<file path="src/logic/cache_ctrl_pkg.sv">
`default_nettype none

package cache_ctrl_pkg;

    // one-hot main states
    typedef enum logic [4:0] {
        main_idle    = 5'b00001,
        main_lookup  = 5'b00010,
        main_miss    = 5'b00100,
        main_replace = 5'b01000,
        main_refill  = 5'b10000
    } main_state_t;

    typedef enum logic {
        wbuf_idle  = 1'b0,
        wbuf_write = 1'b1
    } wbuf_state_t;

    typedef enum logic {
        op_read  = 1'b0,
        op_write = 1'b1
    } cache_op_t;

    localparam int LFSR_W = 23;
    localparam logic [LFSR_W-1:0] LFSR_SEED = '1;

endpackage

`default_nettype wire

</file>
<file path="src/logic/cache_geom_pkg.sv">
`default_nettype none

package cache_geom_pkg;

    // address split is tag | index | offset
    localparam int TAG_W      = 20;
    localparam int INDEX_W    = 8;
    localparam int OFFSET_W   = 4;
    localparam int ADDR_W     = TAG_W + INDEX_W + OFFSET_W;

    localparam int WORD_W     = 32;
    localparam int STRB_W     = WORD_W / 8;

    // a line is four word banks
    localparam int BANKS      = 4;
    localparam int BANK_SEL_W = 2;
    localparam int LINE_W     = WORD_W * BANKS;
    localparam int SETS       = 1 << INDEX_W;

endpackage

`default_nettype wire
</file>
<file path="src/logic/cache_ctrl.sv">
`default_nettype none

module cache_ctrl (
    input  wire                                     clk,
    input  wire                                     resetn,
    input  wire                                     valid,
    input  wire cache_ctrl_pkg::cache_op_t          op,
    input  wire [cache_geom_pkg::INDEX_W-1:0]       index,
    input  wire [cache_geom_pkg::TAG_W-1:0]         tag,
    input  wire [cache_geom_pkg::OFFSET_W-1:0]      offset,
    input  wire [cache_geom_pkg::STRB_W-1:0]        wstrb,
    input  wire [cache_geom_pkg::WORD_W-1:0]        wdata,
    output logic                                    addr_ok,
    output logic                                    data_ok,
    output logic [cache_geom_pkg::WORD_W-1:0]       rdata,
    output logic                                    rd_req,
    output logic [cache_geom_pkg::ADDR_W-1:0]       rd_addr,
    input  wire                                     rd_rdy,
    input  wire                                     ret_valid,
    input  wire                                     ret_last,
    input  wire [cache_geom_pkg::WORD_W-1:0]        ret_data,
    input  wire                                     way0_valid,
    input  wire [cache_geom_pkg::TAG_W-1:0]         way0_tag,
    input  wire [cache_geom_pkg::LINE_W-1:0]        way0_line,
    input  wire                                     way0_dirty,
    input  wire                                     way1_valid,
    input  wire [cache_geom_pkg::TAG_W-1:0]         way1_tag,
    input  wire [cache_geom_pkg::LINE_W-1:0]        way1_line,
    input  wire                                     way1_dirty,
    input  wire [cache_geom_pkg::BANK_SEL_W-1:0]    refill_bank,
    input  wire [cache_geom_pkg::STRB_W-1:0]        refill_strb_we,
    input  wire [cache_geom_pkg::WORD_W-1:0]        refill_word,
    input  wire                                     writeback_done,
    input  wire                                     refill_done,
    output logic [cache_geom_pkg::INDEX_W-1:0]      set_index,
    output logic                                    way0_tag_we,
    output logic [cache_geom_pkg::TAG_W-1:0]        way0_tag_wdata,
    output logic [cache_geom_pkg::BANKS*cache_geom_pkg::STRB_W-1:0] way0_bank_we,
    output logic [cache_geom_pkg::WORD_W-1:0]       way0_bank_wdata,
    output logic                                    way0_dirty_we,
    output logic                                    way0_dirty_wdata,
    output logic                                    way1_tag_we,
    output logic [cache_geom_pkg::TAG_W-1:0]        way1_tag_wdata,
    output logic [cache_geom_pkg::BANKS*cache_geom_pkg::STRB_W-1:0] way1_bank_we,
    output logic [cache_geom_pkg::WORD_W-1:0]       way1_bank_wdata,
    output logic                                    way1_dirty_we,
    output logic                                    way1_dirty_wdata,
    output logic                                    miss_start,
    output logic                                    refill_active,
    output logic [cache_geom_pkg::INDEX_W-1:0]      req_index,
    output logic [cache_geom_pkg::TAG_W-1:0]        req_tag,
    output logic [cache_geom_pkg::OFFSET_W-1:0]     req_offset,
    output logic [cache_geom_pkg::STRB_W-1:0]       req_wstrb,
    output logic [cache_geom_pkg::WORD_W-1:0]       req_wdata,
    output cache_ctrl_pkg::cache_op_t               req_op,
    output logic                                    victim_way
);

    cache_ctrl_pkg::main_state_t                             main_state;
    cache_ctrl_pkg::main_state_t                             main_next;
    cache_ctrl_pkg::wbuf_state_t                             wbuf_state;
    logic [cache_ctrl_pkg::LFSR_W-1:0]                       lfsr;
    logic                                                    lookup;
    logic                                                    way0_hit;
    logic                                                    way1_hit;
    logic                                                    hit;
    logic                                                    write_hit;
    logic                                                    wbuf_act;
    logic                                                    wb_way;
    logic [cache_geom_pkg::BANK_SEL_W-1:0]                   req_bank;
    logic [cache_geom_pkg::LINE_W-1:0]                       hit_line;
    logic [cache_geom_pkg::BANKS*cache_geom_pkg::STRB_W-1:0] wbuf_we;
    logic [cache_geom_pkg::BANKS*cache_geom_pkg::STRB_W-1:0] refill_we;

    // byte enables of one bank placed in the per-bank strobe vector
    function automatic logic [cache_geom_pkg::BANKS*cache_geom_pkg::STRB_W-1:0] bank_strobes(
        input logic [cache_geom_pkg::BANK_SEL_W-1:0] bank,
        input logic [cache_geom_pkg::STRB_W-1:0]     strb
    );
        logic [cache_geom_pkg::BANKS*cache_geom_pkg::STRB_W-1:0] we;
        we = '0;
        we[bank*cache_geom_pkg::STRB_W +: cache_geom_pkg::STRB_W] = strb;
        return we;
    endfunction

    always_ff @(posedge clk) begin
        if (!resetn) begin
            main_state <= cache_ctrl_pkg::main_idle;
        end else begin
            main_state <= main_next;
        end
    end

    always_comb begin
        main_next = main_state;
        case (main_state)
            cache_ctrl_pkg::main_idle:
                if (addr_ok)
                    main_next = cache_ctrl_pkg::main_lookup;
            cache_ctrl_pkg::main_lookup:
                main_next = hit ? cache_ctrl_pkg::main_idle : cache_ctrl_pkg::main_miss;
            cache_ctrl_pkg::main_miss:
                if (writeback_done)
                    main_next = cache_ctrl_pkg::main_replace;
            cache_ctrl_pkg::main_replace:
                if (rd_rdy)
                    main_next = cache_ctrl_pkg::main_refill;
            cache_ctrl_pkg::main_refill:
                if (ret_valid && ret_last)
                    main_next = cache_ctrl_pkg::main_idle;
            default:
                main_next = cache_ctrl_pkg::main_idle;
        endcase
    end

    // taps for x^23 + x^18 + 1
    always_ff @(posedge clk) begin
        if (!resetn) begin
            lfsr <= cache_ctrl_pkg::LFSR_SEED;
        end else begin
            lfsr <= {lfsr[cache_ctrl_pkg::LFSR_W-2:0], lfsr[cache_ctrl_pkg::LFSR_W-1] ^ lfsr[17]};
        end
    end

    // request buffer, held until the next accept
    always_ff @(posedge clk) begin
        if (addr_ok) begin
            req_op     <= op;
            req_index  <= index;
            req_tag    <= tag;
            req_offset <= offset;
            req_wstrb  <= wstrb;
            req_wdata  <= wdata;
            victim_way <= lfsr[0];
        end
    end

    assign lookup    = main_state == cache_ctrl_pkg::main_lookup;
    assign way0_hit  = way0_valid && way0_tag == req_tag;
    assign way1_hit  = way1_valid && way1_tag == req_tag;
    assign hit       = lookup && (way0_hit || way1_hit);
    assign write_hit = hit && req_op == cache_ctrl_pkg::op_write;
    assign req_bank  = req_offset[cache_geom_pkg::OFFSET_W-1 -: cache_geom_pkg::BANK_SEL_W];
    assign hit_line  = way1_hit ? way1_line : way0_line;

    assign miss_start    = lookup && !(way0_hit || way1_hit);
    assign refill_active = main_state == cache_ctrl_pkg::main_refill;

    assign addr_ok = valid && main_state == cache_ctrl_pkg::main_idle
                     && wbuf_state == cache_ctrl_pkg::wbuf_idle;
    assign data_ok = hit || (refill_active && ret_valid && refill_bank == req_bank);
    assign rdata   = refill_active ? ret_data
                                   : hit_line[req_bank*cache_geom_pkg::WORD_W +: cache_geom_pkg::WORD_W];

    assign rd_req  = main_state == cache_ctrl_pkg::main_replace;
    assign rd_addr = {req_tag, req_index, {cache_geom_pkg::OFFSET_W{1'b0}}};

    // write buffer records the hit way, store data stays in the request buffer
    always_ff @(posedge clk) begin
        if (!resetn) begin
            wbuf_state <= cache_ctrl_pkg::wbuf_idle;
        end else if (write_hit) begin
            wbuf_state <= cache_ctrl_pkg::wbuf_write;
        end else begin
            wbuf_state <= cache_ctrl_pkg::wbuf_idle;
        end
    end

    always_ff @(posedge clk) begin
        if (write_hit)
            wb_way <= way1_hit;
    end

    assign wbuf_act  = wbuf_state == cache_ctrl_pkg::wbuf_write;
    assign set_index = addr_ok ? index : req_index;
    assign wbuf_we   = bank_strobes(req_bank, req_wstrb);
    assign refill_we = bank_strobes(refill_bank, refill_strb_we);

    assign way0_bank_we    = (wbuf_act && !wb_way) ? wbuf_we : (victim_way ? '0 : refill_we);
    assign way1_bank_we    = (wbuf_act && wb_way) ? wbuf_we : (victim_way ? refill_we : '0);
    assign way0_bank_wdata = wbuf_act ? req_wdata : refill_word;
    assign way1_bank_wdata = wbuf_act ? req_wdata : refill_word;

    // tag and valid go in with the last refill word
    assign way0_tag_we    = refill_done && !victim_way;
    assign way1_tag_we    = refill_done && victim_way;
    assign way0_tag_wdata = req_tag;
    assign way1_tag_wdata = req_tag;

    // skip the dirty write when the hit line is dirty already
    assign way0_dirty_we    = (write_hit && way0_hit && !way0_dirty) || way0_tag_we;
    assign way1_dirty_we    = (write_hit && way1_hit && !way1_dirty) || way1_tag_we;
    assign way0_dirty_wdata = req_op == cache_ctrl_pkg::op_write;
    assign way1_dirty_wdata = req_op == cache_ctrl_pkg::op_write;

    assert property (@(posedge clk) disable iff (!resetn)
        data_ok |-> main_state inside {cache_ctrl_pkg::main_lookup, cache_ctrl_pkg::main_refill});

    // read request held with its address until taken
    assert property (@(posedge clk) disable iff (!resetn)
        rd_req && !rd_rdy |=> rd_req && $stable(rd_addr));

endmodule

`default_nettype wire

</file>
<file path="config.mk">
export PLATFORM = sky130hd
export DESIGN_NAME = cache_ctrl
export DESIGN_NICKNAME = d
export VERILOG_FILES = /design/src/logic/cache_ctrl_pkg.sv /design/src/logic/cache_geom_pkg.sv /design/src/logic/cache_ctrl.sv
export SDC_FILE = /design/constraint.sdc
export NUM_CORES = 1
export LEC_CHECK = 0
export ABC_AREA = 0
export BUFFER_PORTS_ARGS = -buffer_cell sky130_fd_sc_hd__buf_2
export CORE_AREA = 2 2 284 286
export DETAILED_ROUTE_END_ITERATION = 10
export DIE_AREA = 0 0 286 288
export HOLD_SLACK_MARGIN = 0.15
export REMOVE_ABC_BUFFERS = 1
export SYNTH_ARGS = -nofsm -noshare
export SYNTH_HDL_FRONTEND = slang
export SYNTH_SLANG_ARGS = --single-unit
</file>
<file path="constraint.sdc">
create_clock -name clk -period 5.4 [get_ports clk]
set_clock_uncertainty 0.1 [all_clocks]
set_input_delay 0.81 -clock clk [delete_from_list [all_inputs] [get_ports clk]]
set_output_delay 0.81 -clock clk [all_outputs]
set_load 0.1 [all_outputs]
</file>
Word-level counts from Yosys, hierarchy flattened
Index checks and enable logic that the tools add are counted.
- register bits after elaboration: 100
- input bits: 447
- logic and storage cells: 77
- output and inout bits: 289
- add/sub/neg operators: 2
- bitwise operators: 4
- reductions and logical operators: 28
- equal/unequal tests: 12
- shift-type cells: 5
- muxes and demuxes: 15
- operators by type and width (operator ; number):
    $mux W128 ; 1
    $shiftx A128 B8 Y32 ; 1
    $neg A4 Y34 ; 2
    $shift A4 B34 Y16 const A ; 2
    $shiftx A4 B34 Y16 ; 2
    $mux W16 ; 4
    $mux W32 ; 2
    $eq A20 B20 Y1 ; 2
    $and A16 B16 Y16 ; 2
    $pmux W5 S5 ; 1
    $mux W5 ; 4
    $logic_and A1 B1 Y1 ; 18
    $mux W8 ; 1
    $eq A5 B1 Y1 const B ; 1
    $eq A5 B2 Y1 const B ; 1
    $eq A5 B3 Y1 const B ; 1
    $eq A5 B4 Y1 const B ; 1
    $eq A5 B5 Y1 const B ; 1
    $logic_not A1 Y1 ; 5
    $logic_or A1 B1 Y1 ; 4
    $ne A2 B1 Y1 const B ; 2
    $ne A2 B2 Y1 const B ; 2
    $reduce_and A4 Y1 ; 1
    $mux W3 ; 1
    4 further kinds ; 4

Longest topological paths before layout
Gate-level depths: netlist of run 1.
- depth in word-level cells: 8
- mapped depth: 11
- mapped depth without buffers: 7

Worst setup path before layout of run 1
No wires, ideal clock.
- path kind: flip-flop to output port
- start point: register req_tag[19] (netlist name)
- end point: output rdata[27] (netlist name)
- slack: -1.013 ns
- data required time: 4.490 ns
- arrival time: 5.503 ns
- buffers on the path: 2
- cell stages (with the launch flop): 10
- cell sequence: edfxtp_1 xnor2_1 nand4_1 nor4_2 nand2_1 buf_4 buf_6 mux2_2 o22ai_1 o41ai_1
- word-level cells in the longest chain between the ends: 5
- RTL lines (item ; RTL line ; text):
    start, declared ; cache_ctrl.sv:51 ; output logic [cache_geom_pkg::TAG_W-1:0] req_tag,
    start signal, assigned ; cache_ctrl.sv:130 ; req_tag <= tag;
    $eq A20 B20 Y1 ; cache_ctrl.sv:140 ; assign way1_hit = way1_valid && way1_tag == req_tag;
    $logic_and A1 B1 Y1 ; cache_ctrl.sv:140 ;
    $mux W128 ; cache_ctrl.sv:144 ; assign hit_line = way1_hit ? way1_line : way0_line;
    $shiftx A128 B8 Y32 ; cache_ctrl.sv:153 ; : hit_line[req_bank*cache_geom_pkg::WORD_W +: cache_geom_pkg::WORD_W];
    $mux W32 ; cache_ctrl.sv:152 ; assign rdata = refill_active ? ret_data
    end, declared ; cache_ctrl.sv:15 ; output logic [cache_geom_pkg::WORD_W-1:0] rdata,
No other way between the ends.

Worst setup path after layout of run 1
- start point: register req_tag[14] (netlist name)
- end point: output rdata[3] (netlist name)
Same word-level chain as after synthesis.

==> run metrics, run 1 <==
first-pass GRT wire length 87.42 mm; most frequent cells after synthesis buf_4 (108), nand2_1 (103), mux2_2 (92), a21oi_1 (66), edfxtp_1 (63); crit path cell chain xnor2_1 -> nand4_1 -> nor4_4 -> buf_4 -> a31o_2 -> a21oi_1 -> o41ai_1 -> buf_12; routed length per instance 27.42 um; initial DRC count 604; routed vias 9737; Worst-Margin Slew 1131 ps; final hold vios 0; Initial Util 0.09788; most common cell in the synthesized netlist buf_4; global placement routability congestion 0.9170; post-layout min period 5070 ps; max cap viols 0; multiplexer area fraction after synthesis 0.1387; Util after Layout 0.1612; Cells after Synth 851; area of the multi-input gates 4093 sq um; Worst VDD drop 0.6282 mV; largest net degree at the start of global routing 65; TritonCTS Buffers 9; syn_area_per_cell 9.160 sq um; PortBufs 731; post-cts resize count 0; mapped cell area 7795 sq um; Synth Area in XOR/XNOR 0.04831; Synthesis Warnings 0; largest family of logic cells by synthesized area compound AO/OA/AOI/OAI gates; clk slew on worst S/H paths 90 ps; Placed Area 12490 sq um; Post-synth ARST share 0; sequential share of the synthesized area 0.3377; CP startpoint kind register; setup_tns 0 ps; crit-path max cell delay 940 ps; # IOs 736; Worst Hold Class register to register; TritonRoute pass-1 iters 5; initial antenna violation count 63; Top FF cell, synth edfxtp_1; remaining global-route overflow 0; library cells used by synthesis 43; Site Rows 104; Tcrit/Tclk final 0.9389; post-synth top area share 0.2427; # hold bufs at CTS 0; latest clock arrival within the worst-skew pair 380 ps; Worst Path Required 4490 ps; Vert. Die Dim 288 um; Inst Count DP 2508; EDFF count, synth 63; nets@finish 1915; vias in the first global route 9380; CORE AREA 79640 sq um; setup violators final 0; # DRC 0; Crit Path Category register to primary output; FF-to-FF path depth 6; hold path depth 1; ranking of synthesized cells by area edfxtp_1 (24%), mux2_2 (13%), buf_4 (10%), dfxtp_1 (9.5%), nand2_1 (5.0%); vias per cell 3.840; post-CTS setup buffer count 0; endpoint type of the worst setup path primary output; Total GRT Usage 0.1610; Area growth syn-to-layout 64.65%; layout cells sized above 1 0.6236; Data arrival, critical path 4160 ps; hpwl dp 60.80 mm; fin. max-slew vios 0; leading area contributor after synthesis edfxtp_1; FF+latch area 2634 sq um; fillers 9077; H-tree levels 3; leakage power 5.760 nW; Max clock buf depth 2; slowest cell on the critical path o41ai_1; Power Total 7.292 mW; total die area 82370 sq um; CP Max Fanout 64; CTS Root Cell clkbuf_16; area share of fa/ha/maj cells after synthesis 0.01445; FMAX 0.1972 GHz; CTS tree done; RSZ-0062 raised after global routing no; PwrDens 568.1 nW/um^2; DRT antenna net count 0; design area 12830 sq um; clk sinks 100; complex-gate fraction of the synthesized area 0.1835; WL final 69.54 mm; synthesized flop and latch total 100; filler-free cell count of the finished design 2536; slew margin rel. 0.2443; Die X 286 um; status finished clean; simple-gate area share of the yosys netlist 0.1334
-- cell usage in the layout (no fill, tap or decap), types with 9 or more instances in the layout --
master,instances
ha_1,9
nand3_1,37
o41ai_1,32
o22ai_1,32
buf_2,699
nand4_1,12
nand2_1,99
nor2_1,19
edfxtp_1,63
a22o_1,32
buf_12,33
dfxtp_1,36
diode_2,12
buf_4,31
a31o_2,32
mux2_2,92
clkbuf_16,9
a21oi_1,66
nand2b_1,23
xnor2_1,35
inv_1,10
-- sequential cells by signal, indices dropped and copies added (netlist names) --
register / flops
wbuf_act: 1
victim_way: 1
lfsr: 23
wb_way: 1
req_tag: 20
req_wstrb: 4
main_state: 5
req_index: 8
req_wdata: 32
req_op: 1
req_offset: 4
-- kinds of logic (layout without fill, tap and decap cells) --
logic type	count (synthesis)	after routing
other	1	16
adder cells (fa/ha/maj)	9	9
buffers and inverters	180	790
XOR/XNOR	43	43
flip-flops	100	100
multiplexers	96	96
AO/OA/AOI/OAI	202	202
AND/OR/NAND/NOR	220	220
-- per-layer routing --
layer / part of all wire / GRT usage / routed length, um / up-vias
met5: 0.0018 / 0 / 126 / -
met1: 0.42 / 0.2027 / 29150 / 4637
met2: 0.47 / 0.2737 / 32610 / 708
li1: - / - / - / 4234
met4: 0.029 / 0.04267 / 1991 / 18
met3: 0.082 / 0.03875 / 5669 / 140
-- final cells by class --
cell class / instances / share of cell area
Antenna cell: 12 / 0.002340
Clock buffer: 9 / 0.01755
Clock inverter: 7 / 0.007116
Inverter: 11 / 0.003412
Multi-Input combinational cell: 574 / 0.3189
Sequential cell: 100 / 0.2052
Tap cell: 1060 / 0.1033
Timing Repair Buffer: 763 / 0.3422
-- report_power, final --
| group | total (mW) | switching, mW | internal (mW) |
|---|---|---|---|
| clock network | 0.724 | 0.387 | 0.337 |
| registers | 1.26 | 0.232 | 1.03 |
| logic | 5.31 | 4.31 | 0.993 |
| total | 7.29 | 4.93 | 2.36 |
-- critical path, delay by kind of cell (launching register included) --
kind | cells | cell delay [ps]
buf+inv | 2 | 980
compound gates | 3 | 1240
xor+xnor | 1 | 230
simple gates | 2 | 660
flops | 1 | 560
-- metrics by stage --
stage / hold WS (ps) / worst slack, ps
after global routing: 321.7 / 151.6
after detailed placement: 292.5 / 526.3
after global placement: 289.4 / 410.9
after CTS: 313.1 / 340.1
final: 312.9 / 329.8
after floorplan: 286.3 / -8614
-- worst paths after layout --
check | from | to | slack [ps]
setup / recovery | req_tag[14] | rdata[3] | 330
hold / removal | lfsr[21] | lfsr[22] | 310
setup reg to reg | req_tag[4] | wb_way | 2130
hold reg to reg | lfsr[21] | lfsr[22] | 310
Power figures use the tool's default switching activity.
==> run 2, diff against run 1 <==
CTS_CLUSTER_SIZE = 16   (was unset)
PLACE_DENSITY_LB_ADDON = 0.25   (was unset)
==> run 2 against run 1 <==
  * Design area down 1.9%
  * Combinational power down 4.9%
  * Highest routed layer is now met4
  * Hold slack about the same
  * Maximum frequency up 1.0%
  * Register-to-register slack better by 150 ps
  * Via count down 4.0%
  * Global-route usage down 3.4 points
  * Routed wire length down 20%
  * Non-clock buffer count down 6
==> run metrics, run 2 (same netlist as run 1, synthesis figures left out) <==
status finished clean; # DRC 0; # IOs 736; vias per cell 3.706; leading cell type in the layout, fill and taps excluded buf_2; FMAX 0.1992 GHz; latest clock arrival within the worst-skew pair 380 ps; nets@finish 1909; post-cts resize count 0; max cap viols 0; Worst-Margin Slew 868.8 ps; Worst Hold Class register to register; slowest cell on the critical path o41ai_1; top flop regs req_wdata x32, lfsr x23, req_tag x20; CTS tree done; Max clock buf depth 2; remaining global-route overflow 0; CTS Root Cell clkbuf_16; clk slew on worst S/H paths 80 ps; global placement routability congestion 0.8846; H-tree levels 3; Total GRT Usage 0.1267; post-CTS setup buffer count 0; Inst Count DP 2502; most frequent cells in the layout buf_2 (711), nand2_1 (100), mux2_2 (92); slew margin rel. 0.4208; Die X 286 um; RSZ-0062 raised after global routing no; Worst Path Required 4490 ps; first-pass GRT wire length 73.01 mm; filler-free cell count of the finished design 2522; largest net degree at the start of global routing 68; total die area 82370 sq um; Crit Path Category register to primary output; DRT antenna net count 0; endpoint type of the worst setup path primary output; Vert. Die Dim 288 um; Data arrival, critical path 4110 ps; CP startpoint kind register; TritonCTS Buffers 9; vias in the first global route 9433; hold slack 312.6 ps; post-layout min period 5020 ps; final hold vios 0; clk sinks 100; crit path cell chain xnor2_1 -> nand4_1 -> nor4_4 -> nand2_4 -> buf_4 -> mux2_2 -> o22ai_1 -> o41ai_1 -> buf_12; setup ws final 379.8 ps; # hold bufs at CTS 0; Util after Layout 0.1582; Worst VDD drop 0.6441 mV; hpwl dp 47.03 mm; setup violators final 0; layout cells sized above 1 0.6214; fillers 9204; fin. max-slew vios 0; Site Rows 104; PortBufs 731; Place WS 510.8 ps; crit-path max cell delay 700 ps; routed vias 9347; routed length per instance 22.08 um; PwrDens 556.0 nW/um^2; Initial Util 0.09788; WL final 55.69 mm; CP Max Fanout 54; Largest Register req_wdata; TritonRoute pass-1 iters 4; CORE AREA 79640 sq um; Tcrit/Tclk final 0.9297; Largest register FFs 32; initial DRC count 400; Area growth syn-to-layout 61.61%; leakage power 5.656 nW; initial antenna violation count 22
## run 2: changes by cell type in the layout (fill, tap and decap cells not counted), sizes merged
cell	previous run	this run
inv	14	13
diode	12	4
clkinvlp	0	1
buf	763	757
## run 2: layer usage
layer,share of wire,vias to the layer above,GRT usage
li1,-,4212,-
met1,0.41,4515,0.1513
met2,0.51,560,0.2319
met3,0.061,60,0.02013
met4,0.021,0,0.03665
met5,0,-,0
## run 2: cell type report
class	instances	area, sq um	area share
sequential	100	2634	0.2091
timing repair buffer	757	4192	0.3327
clock buffer	9	225.2	0.01788
antenna	4	10.01	0.0007946
multi-input combinational	574	4090	0.3247
inverter	11	42.54	0.003377
clock inverter	7	77.57	0.006158
tap	1060	1326	0.1053
## run 2: critical path: cells and delay by family (launching register included)
kind | cells | cell delay (ps)
AO/OA/AOI/OAI | 2 | 980
buffers and inverters | 2 | 590
XOR/XNOR | 1 | 380
flip-flops | 1 | 530
multiplexers | 1 | 320
AND/OR/NAND/NOR | 3 | 860
## run 2: metrics by stage
| step | cell area (sq um) | TNS, ps | power, mW |
|---|---|---|---|
| floorplan | 6729 | -325030 | 5.060 |
| global placement | 12280 | 0 | 6.374 |
| detailed placement | 12280 | 0 | 6.367 |
| CTS | 12590 | 0 | 7.088 |
| global route | 12590 | 0 | 7.215 |
| finish | 12600 | 0 | 7.004 |
## run 2: path summary, 6_finish.rpt
check	start	endpoint	slack, ps	cells after the start
setup reg to reg	req_tag[7]	wb_way	2280	7
hold reg to reg	lfsr[9]	lfsr[10]	310	1
hold / removal	lfsr[9]	lfsr[10]	310	1
setup / recovery	req_tag[7]	rdata[22]	380	9
## run 2: report_power, final
group | switching (mW) | leakage, nW | internal (mW)
logic | 4.17 | 4.61 | 0.879
registers | 0.236 | 0.898 | 1.03
clock network | 0.358 | 0.144 | 0.329
total | 4.77 | 5.66 | 2.24
