`config.mk`:
```
export PLATFORM = sky130hd
export DESIGN_NAME = miss_unit
export DESIGN_NICKNAME = d
export VERILOG_FILES = /design/src/logic/cache_ctrl_pkg.sv /design/src/logic/cache_geom_pkg.sv /design/src/logic/miss_unit.sv
export SDC_FILE = /design/constraint.sdc
export NUM_CORES = 1
export LEC_CHECK = 0
export BUFFER_PORTS_ARGS = -buffer_cell sky130_fd_sc_hd__buf_2
export CAP_MARGIN = 25
export CORE_AREA = 10 10 229 231
export CTS_BUF_LIST = sky130_fd_sc_hd__clkbuf_4 sky130_fd_sc_hd__clkbuf_8
export DETAILED_ROUTE_END_ITERATION = 10
export DIE_AREA = 0 0 239 241
export PLACE_DENSITY = 0.4
export SYNTH_ARGS = -nofsm -noshare
export SYNTH_HDL_FRONTEND = slang
export SYNTH_SLANG_ARGS = --single-unit
```
`constraint.sdc`:
```
create_clock -name clk -period 2.1 [get_ports clk]
set_input_delay 0.42 -clock clk [delete_from_list [all_inputs] [get_ports clk]]
set_output_delay 0.42 -clock clk [all_outputs]
set_load 0.05 [all_outputs]
```
`src/logic/cache_ctrl_pkg.sv`:
```
`default_nettype none

package cache_ctrl_pkg;

    // one-hot main states
    typedef enum logic [4:0] {
        main_idle    = 5'b00001,
        main_lookup  = 5'b00010,
        main_miss    = 5'b00100,
        main_replace = 5'b01000,
        main_refill  = 5'b10000
    } main_state_t;

    typedef enum logic {
        wbuf_idle  = 1'b0,
        wbuf_write = 1'b1
    } wbuf_state_t;

    typedef enum logic {
        op_read  = 1'b0,
        op_write = 1'b1
    } cache_op_t;

    localparam int LFSR_W = 23;
    localparam logic [LFSR_W-1:0] LFSR_SEED = '1;

endpackage

`default_nettype wire

```
`src/logic/cache_geom_pkg.sv`:
```
`default_nettype none

package cache_geom_pkg;

    // address split is tag | index | offset
    localparam int TAG_W      = 20;
    localparam int INDEX_W    = 8;
    localparam int OFFSET_W   = 4;
    localparam int ADDR_W     = TAG_W + INDEX_W + OFFSET_W;

    localparam int WORD_W     = 32;
    localparam int STRB_W     = WORD_W / 8;

    // a line is four word banks
    localparam int BANKS      = 4;
    localparam int BANK_SEL_W = 2;
    localparam int LINE_W     = WORD_W * BANKS;
    localparam int SETS       = 1 << INDEX_W;

endpackage

`default_nettype wire
```
`src/logic/miss_unit.sv`:
```
`default_nettype none

module miss_unit (
    input  wire                                     clk,
    input  wire                                     resetn,
    input  wire                                     miss_start,
    input  wire                                     refill_active,
    input  wire                                     victim_way,
    input  wire [cache_geom_pkg::TAG_W-1:0]         way0_tag,
    input  wire [cache_geom_pkg::LINE_W-1:0]        way0_line,
    input  wire                                     way0_valid,
    input  wire                                     way0_dirty,
    input  wire [cache_geom_pkg::TAG_W-1:0]         way1_tag,
    input  wire [cache_geom_pkg::LINE_W-1:0]        way1_line,
    input  wire                                     way1_valid,
    input  wire                                     way1_dirty,
    input  wire [cache_geom_pkg::INDEX_W-1:0]       req_index,
    input  wire [cache_geom_pkg::TAG_W-1:0]         req_tag,
    input  wire [cache_geom_pkg::OFFSET_W-1:0]      req_offset,
    input  wire [cache_geom_pkg::STRB_W-1:0]        req_wstrb,
    input  wire [cache_geom_pkg::WORD_W-1:0]        req_wdata,
    input  wire cache_ctrl_pkg::cache_op_t          req_op,
    input  wire                                     ret_valid,
    input  wire                                     ret_last,
    input  wire [cache_geom_pkg::WORD_W-1:0]        ret_data,
    input  wire                                     wr_rdy,
    output logic                                    wr_req,
    output logic [cache_geom_pkg::ADDR_W-1:0]       wr_addr,
    output logic [cache_geom_pkg::LINE_W-1:0]       wr_data,
    output logic                                    writeback_done,
    output logic [cache_geom_pkg::BANK_SEL_W-1:0]   refill_bank,
    output logic [cache_geom_pkg::STRB_W-1:0]       refill_strb_we,
    output logic [cache_geom_pkg::WORD_W-1:0]       refill_word,
    output logic                                    refill_done
);

    logic [cache_geom_pkg::TAG_W-1:0] victim_tag;
    logic                             ret_beat;

    // victim line captured during lookup
    always_ff @(posedge clk) begin
        if (miss_start) begin
            victim_tag <= victim_way ? way1_tag : way0_tag;
            wr_data    <= victim_way ? way1_line : way0_line;
        end
    end

    // dirty victim raises wr_req in the first miss cycle
    always_ff @(posedge clk) begin
        if (!resetn) begin
            wr_req <= 1'b0;
        end else if (miss_start) begin
            wr_req <= victim_way ? (way1_valid && way1_dirty) : (way0_valid && way0_dirty);
        end else if (wr_rdy) begin
            wr_req <= 1'b0;
        end
    end

    assign wr_addr        = {victim_tag, req_index, {cache_geom_pkg::OFFSET_W{1'b0}}};
    assign writeback_done = !wr_req || wr_rdy;

    // words come back in bank order
    assign ret_beat       = refill_active && ret_valid;
    assign refill_done    = ret_beat && ret_last;
    assign refill_strb_we = {cache_geom_pkg::STRB_W{ret_beat}};

    always_ff @(posedge clk) begin
        if (!resetn) begin
            refill_bank <= '0;
        end else if (refill_done) begin
            refill_bank <= '0;
        end else if (ret_beat) begin
            refill_bank <= refill_bank + 1'b1;
        end
    end

    // store bytes override the returned word
    always_comb begin
        refill_word = ret_data;
        if (req_op == cache_ctrl_pkg::op_write
            && refill_bank == req_offset[cache_geom_pkg::OFFSET_W-1 -: cache_geom_pkg::BANK_SEL_W]) begin
            for (int b = 0; b < cache_geom_pkg::STRB_W; b++) begin
                if (req_wstrb[b])
                    refill_word[b*8 +: 8] = req_wdata[b*8 +: 8];
            end
        end
    end

    assert property (@(posedge clk) disable iff (!resetn)
        wr_req && !wr_rdy |=> wr_req && $stable(wr_addr));

endmodule

`default_nettype wire

```
# ---- Yosys cells after proc, flatten, opt, wreduce, memory -nomap -nowiden
# Index checks and enable logic that the tools add are counted.
dict set report op_classes {
  add_sub_neg 1
  n_eq_ne 1
  mux 10
  bitwise 1
  n_reduce_logical 9
}
# op count
set ops {}
lappend ops {{$mux W128} 1}
lappend ops {{$mux W32} 1}
lappend ops {{$mux W8} 4}
lappend ops {{$mux W20} 1}
lappend ops {{$logic_and A1 B1 Y1} 5}
lappend ops {{$mux W1} 3}
lappend ops {{$add A2 B1 Y2 const B} 1}
lappend ops {{$eq A2 B2 Y1} 1}
lappend ops {{$reduce_bool A2 Y1} 1}
lappend ops {{$reduce_or A2 Y1} 1}
lappend ops {{$logic_not A1 Y1} 1}
lappend ops {{$logic_or A1 B1 Y1} 1}
lappend ops {{$not A1 Y1} 1}
dict set report word_totals {
  register_bits 151
  input_bits 409
  output_inout_bits 201
  word_cells 26
}

# ---- Depth between registers and ports, before layout
# Gate-level depths: netlist (run 1).
dict set report logic_depth {
  word_depth 3
  mapped_depth 5
  depth_no_buf 3
}

# ---- Worst setup path before layout (run 1)
# Ideal clock, no wire load.
dict set report synth_timing {
  path_type {flip-flop to output port}
  startpoint {register refill_bank[0] (netlist name)}
  endpoint {output refill_word[16] (netlist name)}
  arrival_time_ps 1921
  required_time_ps 1680
  slack_ps -241
  stages_incl_launch_ff 4
  path_buffers 0
  path_cell_list {dfxtp_1 -> xor2_2 -> nor3_4 -> mux2_2}
}
dict set report synth_between {
  elab_chain_len 3
}
# element line
set synth_rtl {}
lappend synth_rtl {{start, declared} miss_unit.sv:31} ;# output logic [cache_geom_pkg::BANK_SEL_W-1:0] refill_bank,
lappend synth_rtl {{start signal, assigned} miss_unit.sv:73} ;# refill_bank <= refill_bank + 1'b1;
lappend synth_rtl {{$eq A2 B2 Y1} miss_unit.sv:81} ;# && refill_bank == req_offset[cache_geom_pkg::OFFSET_W-1 -: cache_geom_pkg::BANK_SEL_W]) begin
lappend synth_rtl {{$logic_and A1 B1 Y1} miss_unit.sv:81}
lappend synth_rtl {{$mux W32} miss_unit.sv:80} ;# if (req_op == cache_ctrl_pkg::op_write
lappend synth_rtl {{end, declared} miss_unit.sv:33} ;# output logic [cache_geom_pkg::WORD_W-1:0] refill_word,
# No other way between the ends.

# ---- Final worst setup path (run 1)
dict set report layout_timing {
  startpoint {register refill_bank[1] (netlist name)}
  endpoint {output refill_word[12] (netlist name)}
}
# The elaborated chain is that of the path after synthesis.

==> impl_metrics.ini, run 1 <==
[status]
status = finished, violations left
failed_checks = setup timing

[synth]
synth.cell_area_sq_mm = 0.00695
yosys_warnings = 0
post_synth_inst_count = 391
mean_post_synth_cell_area_sq_um = 17.8
netlist-cell-type-count = 23
yosys_register_bits = 151
portion_of_the_post_synthesis_area_used_by_sequential_elements = 0.648

[floorplanning]
floorplan.die.width_um = 239
floorplan.die.height_um = 241
die-area_sq_mm = 0.0576
rows = 80
initial_utilization = 0.146
design.portCount = 610
coreArea_sq_mm = 0.0475

[finish]
multiInputGateArea_sq_mm = 0.00239
postLayoutCoreUtil = 0.242
finalNonFillerCells = 1605
nFillCells = 5063
finish.net_count = 1384
final_layout_size_suffix_gt1_frac = 0.825
area_overhead_vs_synth_pct = 65.5
finalInstanceArea_sq_mm = 0.0115
ff_latch_area_sq_mm = 0.00451

[power_and_ir_drop]
vdd_ir_drop_max_v = 0.000366
pwr_density_cell_mw_per_mm2 = 735
leakage_nw = 5.07
fin_total_pwr_mw = 8.46

[sta]
post-route-min-period_ns = 2.37
fmax_mhz = 422
maxSlewViolCount = 0
final_hold_viol_count = 0
fin_worst_setup_slack_ns = -0.269
rsz0062_at_grt = true
min_period_over_period = 1.13
count_of_final_setup_violators = 32
worst_clock_skew_ns = 0.00281

[clocking]
tritoncts_num_sinks = 151
tritoncts = yes
clock_path_buffers = 2
clock_tree.root_cell = sky130_fd_sc_hd__clkbuf_8
clkTransAtPathRegs_ns = 0.08
cts_hold_buffers = 0
worst_skew_pair.late_latency_ns = 0.52
cts-buffers-inserted = 17
cts_max_level = 4

[placement]
post-place-cells = 1569
placed_cell_area_sq_mm = 0.0107
detailedPlace.worstSlack_ns = -0.0391
gp_congestion = 0.917
dp.final_hpwl_um = 28100
port-buffer-count = 567

[grt]
global_route.overflow_total = 0
vias_in_the_first_global_route = 6613
globalRouteTotalUtil = 0.112
initial_antenna_violation_count = 9
global_route_wire_length_before_repair_um = 46000
grt_start_max_net_pins = 50

[route]
final_routed_drc_violation_total = 0
initialDrtViolationCount = 173
route.vias.total = 5753
avgRoutedWirePerCell_um = 21.1
highest_signal_layer_in_the_routed_design = met5
detail-route-antenna-nets = 0
met2_wirelength_um = 18000
wl_met1_um = 11500
routed_via_density = 3.58
drtPass1Iterations = 4
dr_wl_met3_um = 3660
totalWireLength_um = 33800

[worst_setup_path]
crit_arrival_ns = 1.95
worst_setup_path_start_kind = flop
worst_setup_path_end_kind = primary output
worstRegToRegCells = 3
crit-reg2reg-capture = refill_bank[1]$_SDFFE_PP0P_
setup.worst_path.class = flop to primary output
slowest_stage = sky130_fd_sc_hd__dfxtp_4
worstReg2RegStart = refill_bank[1]$_SDFFE_PP0P_
critical_path.max_stage_delay_ns = 0.37
crit_chain = xor2_4 -> nor3_4 -> buf_12 -> mux2_4 -> buf_8
reg2reg_slack_ns = 0.70
cp_data_required_time_ns = 1.68
cp_max_fo = 8

[min_path]
hold_start = resetn
min_to = refill_bank[0]$_SDFFE_PP0P_
hp-class = input port to flop
hold_depth = 2

[flow_run]
number_of_max_cap_violations = 0
-- routing by layer --
metal,track usage,vias to the layer above
met5,0,-
met4,0.0492,8
met3,0.0562,38
met2,0.202,345
met1,0.105,2699
li1,-,2663
-- what timing repair did --
| action | in CTS | in global routing |
|---|---|---|
| resized for setup | 126 | 0 |
| buffers inserted | 1 | 1 |
| pin swaps | 6 | 0 |
| setup endpoints to repair | 32 | 32 |
-- logic make-up (layout without fill, tap and decap cells) --
group                     after synthesis  after routing  synth area share
xor gates and xnor gates                2              2           0.00468
DFF                                   151            151             0.648
muxes                                 180            180             0.293
buffers and inverters                  35            628            0.0293
other                                   1              7          0.000539
AOI/OAI and AO/OA                       5              5           0.00414
and+or+nand+nor                        17             17            0.0203
-- cells in the final DEF (no fill, tap or decap), types with 2 or more instances in the layout --
cell type / Yosys / routed
sky130_fd_sc_hd__conb_1: 1 / 4
sky130_fd_sc_hd__buf_4: 16 / 20
sky130_fd_sc_hd__clkinv_4: 0 / 4
sky130_fd_sc_hd__buf_8: 0 / 29
sky130_fd_sc_hd__nor3_4: 4 / 4
sky130_fd_sc_hd__mux2_2: 177 / 148
sky130_fd_sc_hd__buf_12: 0 / 8
sky130_fd_sc_hd__o21ai_0: 2 / 2
sky130_fd_sc_hd__nand2_1: 5 / 5
sky130_fd_sc_hd__buf_2: 10 / 533
sky130_fd_sc_hd__xor2_4: 0 / 2
sky130_fd_sc_hd__mux2_4: 3 / 32
sky130_fd_sc_hd__clkbuf_4: 0 / 2
sky130_fd_sc_hd__nor2b_1: 2 / 2
sky130_fd_sc_hd__diode_2: 0 / 3
sky130_fd_sc_hd__clkbuf_8: 0 / 17
sky130_fd_sc_hd__clkinvlp_4: 0 / 2
sky130_fd_sc_hd__inv_1: 2 / 2
sky130_fd_sc_hd__clkinv_2: 0 / 2
sky130_fd_sc_hd__clkinv_1: 0 / 2
sky130_fd_sc_hd__dfxtp_4: 0 / 2
sky130_fd_sc_hd__edfxtp_1: 148 / 148
sky130_fd_sc_hd__buf_6: 0 / 5
-- final cells by class --
type,count,area share
multi-input combinational,208,0.207
clock inverter,12,0.00924
antenna,3,0.000652
inverter,2,0.000652
clock buffer,19,0.0216
tap,615,0.0669
timing repair buffer,595,0.301
sequential,151,0.392
-- flip-flops by register name, indices dropped and copies added (netlist names) --
| signal | count |
|---|---|
| wr_req | 1 |
| victim_tag | 20 |
| refill_bank | 2 |
| wr_data | 128 |
-- synthesized netlist by cell type, drive strengths merged --
master    n  area (sq um)
a21boi    1          7.51
a21oi     1          5.00
a31oi     1          6.26
and3      1          6.26
and4bb    1          12.5
buf      26           170
clkbuf    7          26.3
conb      1          3.75
dfxtp     3          60.1
edfxtp  148          4440
inv       2          7.51
mux2    180          2040
nand2     5          18.8
nand3     1          5.00
nand3b    1          7.51
nor2      1          3.75
nor2b     2          12.5
nor3      4          65.1
o21ai     2          10.0
or4b      1          10.0
xor2      2          32.5
-- power breakdown --
part	total [mW]	internal [mW]	switching (mW)	leakage [nW]
combinational	2.57	0.852	1.71	3.41
sequential	3.69	3.62	0.0677	1.47
clock	2.20	0.948	1.25	0.178
total	8.46	5.42	3.03	5.07
-- how the worst max path moves through the flow --
stage,endpoint,slack (ns),depth (start not counted),from
finish,refill_word[12],-0.27,5,refill_bank[1]$_SDFFE_PP0P_
global route,refill_word[31],-0.37,5,refill_bank[0]$_SDFFE_PP0P_
CTS,refill_word[5],-0.36,5,refill_bank[1]$_SDFFE_PP0P_
detailed placement,refill_word[19],-0.04,6,req_offset[3]
global placement,refill_word[22],-0.02,6,req_offset[3]
floorplan,refill_word[16],0.02,3,refill_bank[0]$_SDFFE_PP0P_
-- through the flow --
step	TNS (ns)	hold WS (ns)
2_1_floorplan	0	0.520
3_3_place_gp	-0.187	0.510
3_5_place_dp	-0.499	0.529
4_1_cts	-11.19	0.0983
5_1_grt	-11.39	0.129
6_report	-8.13	0.172
-- critical path, delay by kind of cell (launching register included) --
family                    cells  cell delay [ns]
xor gates and xnor gates      1             0.19
buffers and inverters         2             0.32
DFF                           1             0.37
muxes                         1             0.32
and+or+nand+nor               1             0.22
Power figures use the tool's default switching activity.
==> run 2, diff against run 1 <==
==> constraint.sdc (replaced) <==
create_clock -name clk -period 2.1 [get_ports clk]
set_input_delay 0.21 -clock clk [delete_from_list [all_inputs] [get_ports clk]]
set_output_delay 0.21 -clock clk [all_outputs]
set_load 0.05 [all_outputs]
==> run 2 against run 1 <==
- the run still ends with setup timing left
- setup slack gained 0.21 ns
- via count grew 22%
- global-route usage grew 1.2 points
- largest cell class is now buffers
==> impl_metrics.ini, run 2 (synthesis results as in run 1) <==
[worst_setup_path]
critical_path.top_delay_family = flip-flops
crit_chain = xor2_4 -> nor3_4 -> buf_12 -> mux2_4 -> buf_8
reg2reg_slack_ns = 0.17
crit_arrival_ns = 1.95
worst_setup_path_end_kind = primary output
setup.worst_path.class = flop to primary output
crit-reg2reg-capture = refill_bank[1]$_SDFFE_PP0P_
cp_data_required_time_ns = 1.89
slowest_stage = sky130_fd_sc_hd__dfxtp_4
critical_path.max_stage_delay_ns = 0.37
cp_max_fo = 8
worstRegToRegCells = 4
critical_path_buf_inv_count = 2
worst_setup_path_startpoint = refill_bank[1]$_SDFFE_PP0P_
worstReg2RegStart = refill_bank[1]$_SDFFE_PP0P_
worst_setup_path_start_kind = flop

[clocking]
tritoncts = yes
clock_tree.root_cell = sky130_fd_sc_hd__clkbuf_8
tritoncts_num_sinks = 151
clock_path_buffers = 2
cts_max_level = 4
cts-buffers-inserted = 17
worst_skew_pair.late_latency_ns = 0.51
clkTransAtPathRegs_ns = 0.10

[grt]
initial_antenna_violation_count = 4
vias_in_the_first_global_route = 8035
grt_start_max_net_pins = 46
globalRouteTotalUtil = 0.124
global_route_wire_length_before_repair_um = 52500
global_route.overflow_total = 0

[floorplanning]
die-area_sq_mm = 0.0576
initial_utilization = 0.146
floorplan.die.width_um = 239
floorplan.die.height_um = 241
design.portCount = 610
rows = 80
coreArea_sq_mm = 0.0475

[min_path]
min_to = wr_data[5]$_DFFE_PP_
hold_depth = 2
hold_start = way0_line[5]
hp-class = input port to flop

[route]
totalWireLength_um = 37100
routed_via_density = 3.68
wl_met1_um = 12400
dr_wl_met3_um = 3540
detail-route-antenna-nets = 0
met2_wirelength_um = 20300
final_routed_drc_violation_total = 0
highest_signal_layer_in_the_routed_design = met4
initialDrtViolationCount = 144
route.vias.total = 6991
avgRoutedWirePerCell_um = 19.5
drtPass1Iterations = 4

[finish]
final_common_cell = sky130_fd_sc_hd__buf_2
multiInputGateArea_sq_mm = 0.00239
layout_common_cells = 533 x sky130_fd_sc_hd__buf_2, 293 x sky130_fd_sc_hd__dlygate4sd3_1, 148 x sky130_fd_sc_hd__mux2_2, 148 x sky130_fd_sc_hd__edfxtp_1, 32 x sky130_fd_sc_hd__mux2_4
finish.net_count = 1677
number_of_flip_flops_in_the_largest_register = 128
regMostFlops = wr_data
reg.largest.list = wr_data (128), victim_tag (20), refill_bank (2)
area_overhead_vs_synth_pct = 108
final_layout_size_suffix_gt1_frac = 0.637
ff_latch_area_sq_mm = 0.00451
nFillCells = 4837

[sta]
post-route-min-period_ns = 2.16
final_hold_viol_count = 0
worstMarginPinSlew_ns = 0.542
fmax_mhz = 463
slew-limit-headroom = 0.638
fin_worst_setup_slack_ns = -0.0576
count_of_final_setup_violators = 32
worst_clock_skew_ns = 0.00313
min_period_over_period = 1.03
maxSlewViolCount = 0
rsz0062_at_grt = true

[power_and_ir_drop]
leakage_nw = 6.29
cell_internal_pwr_mw = 5.89
vdd_ir_drop_max_v = 0.000351
combinational_share_of_power = 0.340
net_switching_fraction_of_the_power = 0.353
power.share.sequential = 0.405
clkPwrFrac = 0.255
total_switching_power_mw = 3.22
pwr_density_cell_mw_per_mm2 = 631
fin_total_pwr_mw = 9.11

[placement]
detailedPlace.worstSlack_ns = 0.166
gp_congestion = 0.991
dp.final_hpwl_um = 28600
port-buffer-count = 567

[status]
failed_checks = setup timing
status = finished, violations left

[flow_run]
number_of_max_cap_violations = 0
-- run 2: changes by cell type in the layout (fill, tap and decap cells not counted), sizes merged --
cell / delta
clkbuf: -1
clkinv: -3
diode: -1
dlygate4sd3: +293
inv: +5
-- run 2: how the worst max path moves through the flow --
stage | endpoint | slack [ns] | depth (start not counted)
3_3_place_gp | refill_word[16] | 0.17 | 4
5_1_grt | refill_word[16] | -0.19 | 5
6_report | refill_word[1] | -0.06 | 5
4_1_cts | refill_word[12] | -0.14 | 5
2_1_floorplan | refill_word[16] | 0.03 | 3
3_5_place_dp | refill_word[16] | 0.17 | 4
-- run 2: timing repair --
action | 4_1_cts | 5_1_grt
setup buffers | 5 | 1
gates resized for setup | 123 | 0
endpoints found under the setup margin | 32 | 32
hold buffers | 293 | 0
hold endpoints to repair | 148 | 0
pin swaps | 6 | 2
-- run 2: layer usage --
| metal | track usage | vias up |
|---|---|---|
| met2 | 0.239 | 372 |
| met5 | 0 | - |
| met4 | 0.0432 | 0 |
| met3 | 0.0559 | 33 |
| met1 | 0.113 | 3333 |
| li1 | - | 3253 |
-- run 2: through the flow --
step	cell area [sq um]	util	TNS, ns	std cells	hold WS, ns
2_1_floorplan	6970	-	0	394	0.310
3_3_place_gp	10600	0.223	0	1566	0.420
3_5_place_dp	10600	0.223	0	1566	0.420
4_1_cts	14400	0.303	-3.96	1896	0.00770
5_1_grt	14400	0.303	-5.09	1897	0.0154
6_report	14400	0.303	-1.31	1898	0.0680
-- run 2: power by group through the flow --
stage / clock network (mW) / registers [mW] / logic (mW)
4_1_cts: 2.49 / 3.69 / 3.13
2_1_floorplan: 0 / 4.74 / 0.606
3_3_place_gp: 0 / 3.75 / 2.48
3_5_place_dp: 0 / 3.76 / 2.47
6_report: 2.32 / 3.69 / 3.10
5_1_grt: 2.59 / 3.72 / 3.26
-- run 2: cell type report --
type	count	share of cell area
Tap cell	615	0.0533
Antenna cell	2	0.000347
Sequential cell	151	0.313
Inverter	2	0.000520
Multi-Input combinational cell	208	0.165
Timing Repair Buffer	888	0.441
Clock buffer	18	0.0167
Clock inverter	14	0.00997
-- run 2: worst register-to-register path: cells and delay by family, from the launching register on --
kind	cells	cell delay [ns]
buffers and inverters	2	0.69
and+or+nand+nor	1	0.64
DFF	1	0.37
AOI/OAI and AO/OA	1	0.17
==> run 3, diff against run 2 <==
--- a/config.mk
+++ b/config.mk
@@ -8,7 +8,7 @@
 export BUFFER_PORTS_ARGS = -buffer_cell sky130_fd_sc_hd__buf_2
 export CAP_MARGIN = 25
 export CORE_AREA = 10 10 229 231
-export CTS_BUF_LIST = sky130_fd_sc_hd__clkbuf_4 sky130_fd_sc_hd__clkbuf_8
+export CTS_BUF_LIST = sky130_fd_sc_hd__clkbuf_16
 export DETAILED_ROUTE_END_ITERATION = 10
 export DIE_AREA = 0 0 239 241
 export PLACE_DENSITY = 0.4
==> run 3 against run 2 <==
- the run now ends clean
- routed wire length shrank 7.2%
- final cell count down 15%
- cell area fell by 19%
- sequential power about the same
- clock-buffer cell count decreased by 1
- register-to-register slack gained 0.53 ns
- hold slack worse by 0.014 ns
- critical path depth unchanged
- clock power grew 34%
- critical endpoint is now refill_word[4]
- largest cell class is now flip-flops and latches
==> impl_metrics.ini, run 3 (synthesis results as in run 1) <==
[finish]
ff_latch_area_sq_mm = 0.00451
postLayoutCoreUtil = 0.247
layout_common_cells = 533 x sky130_fd_sc_hd__buf_2, 148 x sky130_fd_sc_hd__mux2_2, 148 x sky130_fd_sc_hd__edfxtp_1, 32 x sky130_fd_sc_hd__mux2_4, 24 x sky130_fd_sc_hd__buf_8
nFillCells = 5045
finish.net_count = 1388
regMostFlops = wr_data
number_of_flip_flops_in_the_largest_register = 128
final_common_cell = sky130_fd_sc_hd__buf_2
multiInputGateArea_sq_mm = 0.00239
final_layout_size_suffix_gt1_frac = 0.822
reg.largest.list = wr_data (128), victim_tag (20), refill_bank (2)
area_overhead_vs_synth_pct = 68.6
finalNonFillerCells = 1609

[route]
totalWireLength_um = 34400
final_routed_drc_violation_total = 0
drtPass1Iterations = 4
initialDrtViolationCount = 162
avgRoutedWirePerCell_um = 21.4
route.vias.total = 5828
routed_via_density = 3.62
detail-route-antenna-nets = 0

[clocking]
cts-buffers-inserted = 17
tritoncts_num_sinks = 151
worst_skew_pair.late_latency_ns = 0.45
tritoncts = yes
clock_tree.root_cell = sky130_fd_sc_hd__clkbuf_16
clock_path_buffers = 2
clkTransAtPathRegs_ns = 0.07
cts_max_level = 4

[floorplanning]
die-area_sq_mm = 0.0576
rows = 80
floorplan.die.height_um = 241
floorplan.die.width_um = 239
coreArea_sq_mm = 0.0475
design.portCount = 610
initial_utilization = 0.146

[placement]
port-buffer-count = 567
post-place-cells = 1566
gp_congestion = 0.991
dp.final_hpwl_um = 28600

[sta]
fmax_mhz = 478
slew-limit-headroom = 0.641
min_period_over_period = 0.995
rsz0062_at_grt = true
post-route-min-period_ns = 2.09
count_of_final_setup_violators = 0
maxSlewViolCount = 0
final_hold_viol_count = 0
worst_clock_skew_ns = 0.00348
worstMarginPinSlew_ns = 0.539

[power_and_ir_drop]
total_switching_power_mw = 3.22
combinational_share_of_power = 0.274
leakage_nw = 5.17
cell_internal_pwr_mw = 6.14
clkPwrFrac = 0.331
pwr_density_cell_mw_per_mm2 = 798
power.share.sequential = 0.394
vdd_ir_drop_max_v = 0.000455
net_switching_fraction_of_the_power = 0.344

[worst_setup_path]
worst_setup_path_end_kind = primary output
cp_data_required_time_ns = 1.89
worst_setup_path_start_kind = flop
crit_arrival_ns = 1.88
cp_max_fo = 8
setup.worst_path.class = flop to primary output

[grt]
grt_start_max_net_pins = 46
global_route_wire_length_before_repair_um = 46900
globalRouteTotalUtil = 0.114
vias_in_the_first_global_route = 6599
global_route.overflow_total = 0
initial_antenna_violation_count = 4

[min_path]
hp-class = input port to flop

[status]
status = completed

[flow_run]
number_of_max_cap_violations = 0
[run 3: critical path, cell delays in order, from the launching register on]
cell and delay [ns]:
sky130_fd_sc_hd__dfxtp_4 0.36, sky130_fd_sc_hd__xor2_4 0.19, sky130_fd_sc_hd__nor3_4 0.23, sky130_fd_sc_hd__buf_12 0.16, sky130_fd_sc_hd__mux2_4 0.31, sky130_fd_sc_hd__buf_8 0.15
[run 3: power groups by stage]
stage	registers [mW]	logic (mW)	clock network [mW]
after global routing	3.72	2.70	3.35
after CTS	3.69	2.62	3.26
after detailed placement	3.76	2.47	0
after global placement	3.75	2.48	0
final	3.69	2.57	3.10
after floorplan	4.74	0.606	0
[run 3: cell type report]
type	instances	area share
clock buffers	17	0.0363
diodes	2	0.000427
flip-flops and latches	151	0.385
well taps	615	0.0656
multi-input cells	208	0.204
repair buffers	599	0.296
clock inverters	15	0.0126
inverters	2	0.000640
[run 3: through the flow]
step | setup slack [ns] | hold slack (ns) | instance area [sq um] | setup TNS [ns] | total power, mW
finish | 0.00985 | 0.0541 | 11700 | 0 | 9.35
global route | -0.0700 | 0.0189 | 11700 | -1.50 | 9.76
floorplan | 0.0284 | 0.310 | 6970 | 0 | 5.34
global placement | 0.172 | 0.420 | 10600 | 0 | 6.24
detailed placement | 0.166 | 0.420 | 10600 | 0 | 6.23
CTS | -0.0387 | 0.00102 | 11700 | -0.751 | 9.58
[run 3: path summary, 6_finish.rpt]
kind | slack [ns] | from | endpoint | depth (start not counted)
setup / recovery | 0.01 | refill_bank[1]$_SDFFE_PP0P_ | refill_word[4] | 5
hold / removal | 0.05 | way1_line[24] | wr_data[24]$_DFFE_PP_ | 2
setup reg to reg | 0.70 | refill_bank[1]$_SDFFE_PP0P_ | refill_bank[1]$_SDFFE_PP0P_ | 3
hold reg to reg | 0.67 | refill_bank[1]$_SDFFE_PP0P_ | refill_bank[1]$_SDFFE_PP0P_ | 3
[run 3: what timing repair did]
item,CTS,global route
hold buffers,4,0
buffers inserted,5,0
endpoints found under the hold margin,3,0
setup endpoints to repair,32,32
pin swaps,6,2
gates resized for setup,123,0
[run 3: metal layers]
| metal | up-vias | track usage | share of wire |
|---|---|---|---|
| met5 | - | 0 | 0 |
| met4 | 0 | 0.0478 | 0.022 |
| met3 | 26 | 0.0521 | 0.11 |
| met2 | 363 | 0.214 | 0.54 |
| met1 | 2760 | 0.103 | 0.33 |
| li1 | 2679 | - | - |
